===== src/hw/nnTypesPkg.sv =====
`default_nettype none

package nnTypesPkg;

	// Layer dimensions and fixed-point formats
	localparam int numInputs = 15;
	localparam int numNodes = 4;
	localparam int actWidth = 8;
	localparam int accWidth = 23;
	localparam int fracShift = 6;
	localparam logic [actWidth-1:0] outMax = {1'b0, {(actWidth - 1){1'b1}}};

	// Wishbone word addresses and data width
	localparam int addrWidth = 6;
	localparam int wbDataWidth = 32;
	localparam logic [addrWidth-1:0] addrActBase = 6'd0;
	localparam logic [addrWidth-1:0] addrCtrl = 6'd16;
	localparam logic [addrWidth-1:0] addrResultBase = 6'd32;

	typedef logic signed [actWidth-1:0] activation_t;
	typedef activation_t [numInputs-1:0] actVector_t;

	typedef struct packed {
		logic valid;
		logic [numNodes-1:0][actWidth-1:0] results;
	} layerOut_t;

	typedef struct packed {
		logic cyc;
		logic stb;
		logic we;
		logic [addrWidth-1:0] adr;
		logic [wbDataWidth-1:0] dat;
	} wbReq_t;

	typedef struct packed {
		logic ack;
		logic [wbDataWidth-1:0] dat;
	} wbRsp_t;

endpackage

`default_nettype wire


===== src/hw/nnWeightsPkg.sv =====
`default_nettype none

package nnWeightsPkg;

	import nnTypesPkg::*;

	localparam int biasWidth = 16;

	// One row per neuron, one column per activation
	localparam logic signed [actWidth-1:0] weights [numNodes][numInputs] = '{
		'{8'sd7, -8'sd8, -8'sd18, -8'sd26, 8'sd29, 8'sd10, 8'sd22, -8'sd31,
			8'sd13, -8'sd7, 8'sd17, 8'sd24, 8'sd1, 8'sd17, -8'sd9},
		'{-8'sd12, 8'sd5, 8'sd19, -8'sd3, 8'sd8, -8'sd21, 8'sd14, 8'sd6,
			-8'sd17, 8'sd11, 8'sd3, -8'sd9, 8'sd25, -8'sd4, 8'sd16},
		'{8'sd20, -8'sd15, 8'sd4, 8'sd9, -8'sd6, 8'sd13, -8'sd27, 8'sd18,
			8'sd2, -8'sd11, -8'sd5, 8'sd7, -8'sd14, 8'sd23, 8'sd10},
		'{-8'sd3, 8'sd12, -8'sd7, 8'sd15, 8'sd21, -8'sd2, 8'sd6, -8'sd19,
			8'sd9, 8'sd26, -8'sd13, -8'sd8, 8'sd4, 8'sd11, -8'sd16}
	};

	// Bias is in the same scale as the raw products
	localparam logic signed [biasWidth-1:0] biases [numNodes] = '{
		16'sd0,
		16'sd320,
		-16'sd256,
		16'sd96
	};

endpackage

`default_nettype wire


===== src/hw/denseLayer.sv =====
`timescale 1ns/100ps
`default_nettype none

module denseLayer (
	input logic clk,
	input logic reset,
	input nnTypesPkg::actVector_t activations,
	input logic start,
	output nnTypesPkg::layerOut_t layerResult
);

	import nnTypesPkg::*;

	wire [numNodes-1:0][actWidth-1:0] nodeResults;

	// Three stages to match input register, accumulator and output register
	logic [2:0] validPipe;

	for (genvar n = 0; n < numNodes; n++)
	begin : genNode
		neuronNode #(
			.nodeIndex(n)
		) node (
			.clk(clk),
			.reset(reset),
			.activations(activations),
			.result(nodeResults[n])
		);
	end

	always_ff @(posedge clk)
	begin
		if (reset)
			validPipe <= '0;
		else
			validPipe <= {validPipe[1:0], start};
	end

	assign layerResult = '{valid: validPipe[2], results: nodeResults};

endmodule

`default_nettype wire


===== src/hw/neuronNode.sv =====
`timescale 1ns/100ps
`default_nettype none

module neuronNode #(
	parameter int nodeIndex = 0
) (
	input logic clk,
	input logic reset,
	input nnTypesPkg::actVector_t activations,
	output logic [nnTypesPkg::actWidth-1:0] result
);

	import nnTypesPkg::*;
	import nnWeightsPkg::*;

	actVector_t actReg;
	logic signed [accWidth-1:0] sumNext;
	logic signed [accWidth-1:0] acc;
	logic [actWidth:0] rounded;
	logic overRange;

	// Stage 1 captures the inputs, stage 2 holds the accumulated sum
	always_ff @(posedge clk)
	begin
		actReg <= activations;
		acc <= sumNext;
	end

	// All operands are signed so each product is sign extended to the accumulator width
	always_comb
	begin
		sumNext = biases[nodeIndex];
		for (int i = 0; i < numInputs; i++)
		begin
			sumNext += weights[nodeIndex][i] * signed'(actReg[i]);
		end
	end

	// Drop fracShift fraction bits and round half up using the highest dropped bit
	assign rounded = {1'b0, acc[fracShift+actWidth-1:fracShift]}
		+ {{actWidth{1'b0}}, acc[fracShift-1]};

	assign overRange = (acc[accWidth-2:fracShift+actWidth] != '0) || (rounded > outMax);

	// Stage 3 applies the ReLU and clamps at the largest positive output
	always_ff @(posedge clk)
	begin
		if (reset)
			result <= '0;
		else if (acc[accWidth-1])
			result <= '0;
		else if (overRange)
			result <= outMax;
		else
			result <= rounded[actWidth-1:0];
	end

endmodule

`default_nettype wire


===== src/hw/nnLayerTop.sv =====
`timescale 1ns/100ps
`default_nettype none

module nnLayerTop (
	input logic clk,
	input logic reset,
	input nnTypesPkg::wbReq_t wbIn,
	output nnTypesPkg::wbRsp_t wbOut
);

	import nnTypesPkg::*;

	actVector_t activations;
	logic start;
	logic [addrWidth-1:0] readAddr;
	logic [wbDataWidth-1:0] readData;
	layerOut_t layerResult;

	wbFrontEnd frontEnd (
		.clk(clk),
		.reset(reset),
		.wbIn(wbIn),
		.wbOut(wbOut),
		.activations(activations),
		.start(start),
		.readAddr(readAddr),
		.readData(readData)
	);

	denseLayer layer (
		.clk(clk),
		.reset(reset),
		.activations(activations),
		.start(start),
		.layerResult(layerResult)
	);

	// The start pulse also clears the done flag
	resultBank results (
		.clk(clk),
		.reset(reset),
		.layerResult(layerResult),
		.start(start),
		.readAddr(readAddr),
		.readData(readData)
	);

endmodule

`default_nettype wire


===== src/hw/resultBank.sv =====
`timescale 1ns/100ps
`default_nettype none

module resultBank (
	input logic clk,
	input logic reset,
	input nnTypesPkg::layerOut_t layerResult,
	input logic start,
	input logic [nnTypesPkg::addrWidth-1:0] readAddr,
	output logic [nnTypesPkg::wbDataWidth-1:0] readData
);

	import nnTypesPkg::*;

	logic [numNodes-1:0][actWidth-1:0] resultRegs;
	logic done;
	logic [addrWidth-1:0] resultSel;

	always_ff @(posedge clk)
	begin
		if (reset)
		begin
			resultRegs <= '0;
			done <= 1'b0;
		end
		else
		begin
			if (layerResult.valid)
				resultRegs <= layerResult.results;
			// A new start wins so done always refers to the latest request
			if (start)
				done <= 1'b0;
			else if (layerResult.valid)
				done <= 1'b1;
		end
	end

	assign resultSel = readAddr - addrResultBase;

	always_comb
	begin
		readData = '0;
		if (readAddr == addrCtrl)
			readData[0] = done;
		else if (readAddr >= addrResultBase && readAddr < addrResultBase + numNodes)
			readData[actWidth-1:0] = resultRegs[resultSel];
	end

endmodule

`default_nettype wire


===== src/hw/wbFrontEnd.sv =====
`timescale 1ns/100ps
`default_nettype none

module wbFrontEnd (
	input logic clk,
	input logic reset,
	input nnTypesPkg::wbReq_t wbIn,
	output nnTypesPkg::wbRsp_t wbOut,
	output nnTypesPkg::actVector_t activations,
	output logic start,
	output logic [nnTypesPkg::addrWidth-1:0] readAddr,
	input logic [nnTypesPkg::wbDataWidth-1:0] readData
);

	import nnTypesPkg::*;

	logic ackReg;
	logic startReg;
	logic request;
	logic writeReq;
	logic actHit;
	logic [wbDataWidth-1:0] readReg;
	actVector_t actRegs;

	// A new access is one that has not been acknowledged yet
	assign request = wbIn.cyc && wbIn.stb && !ackReg;
	assign writeReq = request && wbIn.we;
	assign actHit = (wbIn.adr >= addrActBase) && (wbIn.adr < addrActBase + numInputs);

	always_ff @(posedge clk)
	begin
		if (reset)
		begin
			ackReg <= 1'b0;
			startReg <= 1'b0;
			actRegs <= '0;
		end
		else
		begin
			ackReg <= request;
			startReg <= writeReq && (wbIn.adr == addrCtrl);
			if (writeReq && actHit)
				actRegs[wbIn.adr - addrActBase] <= wbIn.dat[actWidth-1:0];
		end
	end

	// Read data is sampled with the request and presented with ack
	always_ff @(posedge clk)
	begin
		if (request && !wbIn.we)
			readReg <= readData;
	end

	assign readAddr = wbIn.adr;
	assign activations = actRegs;
	assign start = startReg;
	assign wbOut = '{ack: ackReg, dat: readReg};

endmodule

`default_nettype wire


===== config.mk =====
export PLATFORM = sky130hd
export DESIGN_NAME = nnLayerTop
export DESIGN_NICKNAME = d
export VERILOG_FILES = /design/src/hw/nnTypesPkg.sv /design/src/hw/nnWeightsPkg.sv /design/src/hw/denseLayer.sv /design/src/hw/neuronNode.sv /design/src/hw/nnLayerTop.sv /design/src/hw/resultBank.sv /design/src/hw/wbFrontEnd.sv
export SDC_FILE = /design/constraint.sdc
export NUM_CORES = 2
export LEC_CHECK = 0
export ABC_CLOCK_PERIOD_IN_PS = 23000
export BUFFER_PORTS_ARGS = -buffer_cell sky130_fd_sc_hd__buf_2
export CAP_MARGIN = 0
export CORE_ASPECT_RATIO = 1.2
export CORE_MARGIN = 3
export CORE_UTILIZATION = 40
export CTS_CLUSTER_DIAMETER = 50
export DETAILED_ROUTE_END_ITERATION = 7
export SLEW_MARGIN = 20
export SYNTH_ARGS = -nofsm -noshare
export SYNTH_HDL_FRONTEND = slang
export SYNTH_SLANG_ARGS = --single-unit

===== constraint.sdc =====
create_clock -name clk -period 23 [get_ports clk]
set_clock_uncertainty 0.05 [all_clocks]
set_input_delay 1.15 -clock clk [delete_from_list [all_inputs] [get_ports clk]]
set_output_delay 1.15 -clock clk [all_outputs]
set_load 0.01 [all_outputs]

# Word level (Yosys, flattened, before mapping)
# Cells that the tools add are included.
[classes]
eq_ne = 1
order_cmp = 11
mul = 49
mux = 11
n_reduce_logical = 29
bitwise_logic = 1
addsub = 69
[op_table]
columns = ["op", "count"]
rows = [
  ["23-bit by 14-bit adder with 23-bit output", 12],
  ["23-bit by 13-bit adder with 23-bit output", 10],
  ["5-bit by 8-bit multiplier with 13-bit output (first input constant)", 17],
  ["6-bit by 8-bit multiplier with 14-bit output (first input constant)", 12],
  ["4-bit by 8-bit multiplier with 12-bit output (first input constant)", 11],
  ["120-bit bitwise mux", 1],
  ["23-bit by 12-bit adder with 23-bit output", 5],
  ["3-bit by 8-bit multiplier with 11-bit output (first input constant)", 9],
  ["23-bit adder", 3],
  ["21-bit by 14-bit adder with 22-bit output", 2],
  ["19-bit by 13-bit adder with 20-bit output", 2],
  ["8-bit negation with 20-bit output", 2],
  ["8-bit by 1-bit adder with 9-bit output", 4],
  ["9-bit by 7-bit greater-than comparator with 1-bit output (second input constant)", 4],
  ["15-bit by 13-bit adder with 16-bit output", 2],
  ["8-bit demux with 4-bit select", 1],
  ["8-bit nonzero test", 4],
  ["14-bit by 12-bit adder with 15-bit output", 2],
  ["7-bit two-way mux", 4],
  ["12-bit by 23-bit adder with 23-bit output", 1],
  ["17-bit by 23-bit adder with 23-bit output", 1],
  ["22-bit by 13-bit adder with 23-bit output", 1],
  ["22-bit by 9-bit adder with 23-bit output", 1],
  ["23-bit by 10-bit adder with 23-bit output", 1],
  ["other kinds (36)", 59],
]
[word_totals]
wordCells = 223
reg_bits = 410
output_inout_bits = 33
input_bits = 43

# Depth between registers and ports, before layout
[logic_depth]
ltp_word = 16
depth_mapped = 39
depth_no_buf = 39

# Hierarchy
# From an unflattened synthesis, not the netlist that was laid out.
[unflattened]
hier_cells = 7292
hier_area_um2 = 77986.0
[modules_own_cells]
columns = ["mod", "seq_area_each_um2", "instances", "area_each_um2", "cells_per_inst"]
rows = [
  ["neuronNode at layer.genNode[1].node", 2922.8, 1, 18307.6, 1762],
  ["neuronNode at layer.genNode[2].node", 2922.8, 1, 17629.4, 1678],
  ["neuronNode at layer.genNode[0].node", 2922.8, 1, 17505.5, 1645],
  ["neuronNode at layer.genNode[3].node", 2922.8, 1, 16829.9, 1578],
  ["wbFrontEnd", 3403.3, 1, 6004.5, 466],
  ["resultBank", 660.6, 1, 1622.8, 156],
  ["denseLayer", 60.1, 1, 86.3, 7],
]

# Least setup slack after synthesis
# No wires, ideal clock.
[synth_path]
kind = "reg2reg"
start = "register layer.genNode[0].node.actReg[18] (netlist bit)"
end = "register layer.genNode[0].node.acc[22]"
stages_incl_launch_ff = 39
synth_period_minus_slack_ns = 10.154
setup_ns = 0.122
setup_slack_ns = 12.846
arrival_time_ns = 9.982
cell_sequence = "dfxtp_1 inv_1 fa_1 inv_1 ha_1 inv_1 fa_1 inv_1 ha_1 a21o_1 a21oi_1 o21ai_0 a21oi_1 o21bai_1 a21oi_1 o21ai_0 inv_1 fa_1 [... 3 more ...] fa_1 inv_1 fa_1 fa_1 inv_1 fa_1 inv_1 fa_1 inv_1 fa_1 inv_1 ha_1 nand2_1 nand2_1 o2111ai_1 a311oi_1 or2_2 a311o_1"
[synth_between]
elab_chain_len = 14
[synth_rtl]
columns = ["item", "line", "text"]
rows = [
  ["start: declaration", "neuronNode.sv:16", "actVector_t actReg;"],
  ["start signal: assignment", "neuronNode.sv:25", "actReg <= activations;"],
  ["5-bit by 8-bit multiplier with 13-bit output", "neuronNode.sv:35", "sumNext += weights[nodeIndex][i] * signed'(actReg[i]);"],
  ["23-bit by 14-bit adder with 23-bit output (3 in series)", "neuronNode.sv:35", ""],
  ["23-bit by 13-bit adder with 23-bit output", "neuronNode.sv:35", ""],
  ["23-bit by 14-bit adder with 23-bit output (2 in series)", "neuronNode.sv:35", ""],
  ["23-bit by 13-bit adder with 23-bit output", "neuronNode.sv:35", ""],
  ["23-bit by 12-bit adder with 23-bit output", "neuronNode.sv:35", ""],
  ["23-bit by 14-bit adder with 23-bit output (2 in series)", "neuronNode.sv:35", ""],
  ["23-bit by 8-bit adder with 23-bit output", "neuronNode.sv:35", ""],
  ["23-bit by 14-bit adder with 23-bit output", "neuronNode.sv:35", ""],
  ["23-bit by 13-bit adder with 23-bit output", "neuronNode.sv:35", ""],
  ["via layer.genNode[0].node.sumNext[22]", "neuronNode.sv:17", "logic signed [accWidth-1:0] sumNext;"],
  ["end signal: assignment", "neuronNode.sv:26", "acc <= sumNext;"],
  ["end: declaration", "neuronNode.sv:18", "logic signed [accWidth-1:0] acc;"],
]
# The timed path passes the listed nets, and every way through them passes these cells.
# A chain may end at the register's enable or synchronous reset.

# Worst setup path in the final report
[layout_path]
start = "register layer.genNode[0].node.actReg[19] (netlist bit)"
end = "register layer.genNode[0].node.acc[22]"
# Same word-level chain as after synthesis.

==> out/summary.md <==
The logs give 0 for the final-report max-slew violation count and 7890 um^2 for the sequential cell area. After detailed routing, the number of vias per cell comes to 4.88. The count of warnings emitted by yosys was 0; the area of the multi-input gates was 50,300 um^2. The async set or reset register ratio after synthesis came out at 0. Entering global routing, the biggest net connects 84 pins. The floorplan step defined a die boundary enclosing 170,000 um^2. The final count of hold timing violations came out at 0.

The clock tree synthesis step divided the H-tree into 2 levels. The portion of the post-synthesis area used by sequential elements came out at 0.119. Across the VDD grid, the largest voltage drop is 67.5 uV. The die height works out to 451 um. The effective utilization at floorplan came out at 0.405. Power spread over the standard cell area amounts to 31.9 nW/um^2. Number of optimization iterations in the first detailed-route pass: 6. In this run the tool buffered the top-level ports with 27 buffer cells. In the layout the commonest cells are inv_1, fa_1, ha_1, dfxtp_1, nor2_1. The critical path class is flip-flop to flip-flop. On the critical path the largest part of the delay comes from adder cells. The root buffer cell is clkbuf_16. Compared with the post-synthesis result, the final layout area differs by 8.35%. STA classifies the critical path endpoint as a flip-flop.

The sum of buffers and inverters on the critical path was 11; the via count of the routed design was 42,286. Dominant register cell in the synthesized netlist: dfxtp_1. After synthesis the netlist holds a flip-flop and latch count of 390. The startpoint type of the worst setup path is a flip-flop. Setup repair after global routing left no endpoint under its margin. Among all stages on the critical path, the largest delay is contributed by dfxtp_1.

The clock latency of the later-clocked register in the worst-skew pair was 0.70 ns; the post-CTS setup buffer count was 0. The logs give 0 for the count of final setup violators and 162 for the cell row count. The share of cells above drive strength 1 came out at 0.0411. The total global routing overflow is 0, and the DRC violations left is 0.

The final worst-path cycle share is 0.522, and the maximum buffer depth of the clock tree is 3. The run finished with clean final reports. For the pin with the worst max-slew slack, the measured transition is 1.28 ns. The number of global-route vias before repair is 45,902, and the total standard cell area after synthesis is 66,100 um^2. The logs give 8,476 for the cell count after placement and 8,891 for the count of nets after finishing. Clock-pin slew was measured on the worst setup and hold paths at 0.06 ns. After clock tree synthesis, the repair step resized 0 gates. After layout, the minimum clock period comes to 12.00 ns. The achievable clock frequency is 0.0833 GHz. The filler cell count in the final layout is 15,640, and the final non-filler cell total is 8,661.

The average cell area after synthesis was 10.5 um^2. The largest single stage delay on the critical path is 0.75 ns. The average wire per cell in the routed design was 24.8 um. The first global-routing pass estimated 315,000 um of wire. In this run, post-CTS hold repair placed 0 buffers.

Number of nets still failing antenna checks after routing: 0. The number of antenna violations at the first check in global routing is 18. TritonCTS built the clock tree. The run gives 1.00 as the final weighted congestion in routability-driven placement.

For this design, the sink count on the clock tree is 390. Data arrives at the worst endpoint at 12.53 ns. The HPWL after detailed placement is 183,000 um. The count of maximum capacitance violations was 0; the headroom to the max-slew limit was 0.139.

For the final routed database, the setup TNS stands at 0 ns. The path class of the tightest hold or removal check is flip-flop to flip-flop. The total I/O pin count was 76; the x dimension of the die was 377 um. For the number of CTS-inserted buffers, the log shows 57. The area of the core was 163,000 um^2; the maximum net fanout on the critical path was 8.

Beginning of the worst hold path: frontEnd.activations[13]. For the number of DRC markers after the initial detailed-route iteration, the log shows 2,759. Total power for the finished layout comes to 0.00228 W.

Tracing the worst setup path back leads to its startpoint at layer.genNode[0].node.actReg[19]. The required arrival time at the worst endpoint was 23.54 ns. The run gives 0.261 as the overall track demand over capacity in global routing. The most common library cell in the layout ignoring fill and taps was inv_1.

The tools report the total detailed-routing wirelength as 215,000 um. The synthesized netlist contains 62 unique library cells. The count of flip-flops with a built-in enable after synthesis is 8, and the leakage power is 38.3 nW. The worst register-to-register path begins at layer.genNode[0].node.actReg[19]. In the synthesized netlist, the number of instances is 6,277.
## where the power goes
part	internal [W]	switching, W
Clock	0.000544	0.000395
Combinational	0.000223	0.000318
Sequential	0.000750	0.0000539
Total	0.00152	0.000767
## flip-flops by register name, indices dropped and copies added (netlist names), 3 cells and up
| register | flops |
|---|---|
| frontEnd.activations | 120 |
| layer.validPipe | 3 |
| results.resultRegs | 32 |
| frontEnd.readReg | 8 |
| layer.genNode.node.actReg | 120 |
| layer.genNode.node.result | 32 |
| layer.genNode.node.acc | 72 |
## layer usage
metal / track usage / share of wire / vias up
met4: 0.209 / 0.10 / 2
li1: - / - / 18779
met2: 0.418 / 0.47 / 1298
met1: 0.318 / 0.38 / 21703
met3: 0.0305 / 0.052 / 504
met5: 0 / 0.000061 / -
## cells by family (layout without fill, tap and decap cells)
kind of cell,count (synthesis),in the layout,synth area share
xor gates and xnor gates,309,309,0.0409
adders and majority gates,2445,2445,0.623
and+or+nand+nor,513,513,0.0359
DFF,390,390,0.119
muxes,171,171,0.0274
AOI/OAI and AO/OA,329,329,0.0312
buffers and inverters,2119,2266,0.122
other,1,106,0.0000567
## cell usage after synthesis, types with 7 or more instances
cell type     n  area share
ha_1       1031        0.20
nand2b_1     17      0.0016
nor2b_1      47      0.0044
xnor2_1     233       0.031
nand3_1      38      0.0029
mux4_2        8      0.0027
a21o_1       49      0.0056
o21ai_0      46      0.0035
clkbuf_1     49      0.0028
nor2_1      248       0.014
inv_1      2039        0.12
a21oi_1     133       0.010
mux2i_1     163       0.025
and3_1       20      0.0019
or2_2        19      0.0018
fa_1       1414        0.43
nor4_1        8     0.00076
nand2_1      72      0.0041
nand4_1       7     0.00066
a31oi_1      16      0.0015
edfxtp_1      8      0.0036
buf_4        25      0.0028
o21a_1       17      0.0019
o21bai_1     35      0.0040
dfxtp_1     382        0.12
nor3_1       17      0.0013
xor2_1       76       0.010
## per-stage QoR
step	worst slack, ns	cell area (um^2)	hold WS, ns	util
after floorplan	12.85	66200	0.280	-
after global placement	11.07	69300	0.284	0.424
final	11.00	71600	0.291	0.438
after CTS	11.07	71400	0.292	0.437
after global routing	10.61	71600	0.294	0.438
after detailed placement	11.08	69300	0.286	0.424
## worst register-to-register path, delay by kind of cell, from the launching register on
family	cells	cell delay (ns)
flops	1	0.75
compound gates	10	2.49
buf+inv	11	1.34
fa+ha+maj	14	6.71
simple gates	3	0.49
## area by class of cell
type / count / share of cell area
antenna: 78 / 0.00273
clock buffer: 67 / 0.0210
clock inverter: 40 / 0.00777
inverter: 2042 / 0.107
multi-input combinational: 3795 / 0.703
sequential: 390 / 0.110
tap: 2132 / 0.0372
timing repair buffer: 117 / 0.0114
## path summary, 6_finish.rpt
check / slack [ns] / to / cells past startpoint
setup / recovery: 11.00 / layer.genNode[0].node.acc[22] / 38
hold / removal: 0.29 / layer.genNode[0].node.actReg[13] / 0
setup reg to reg: 11.00 / layer.genNode[0].node.acc[22] / 38
hold reg to reg: 0.29 / layer.genNode[0].node.actReg[13] / 0
Note: power is estimated with default switching activity, not from simulation.
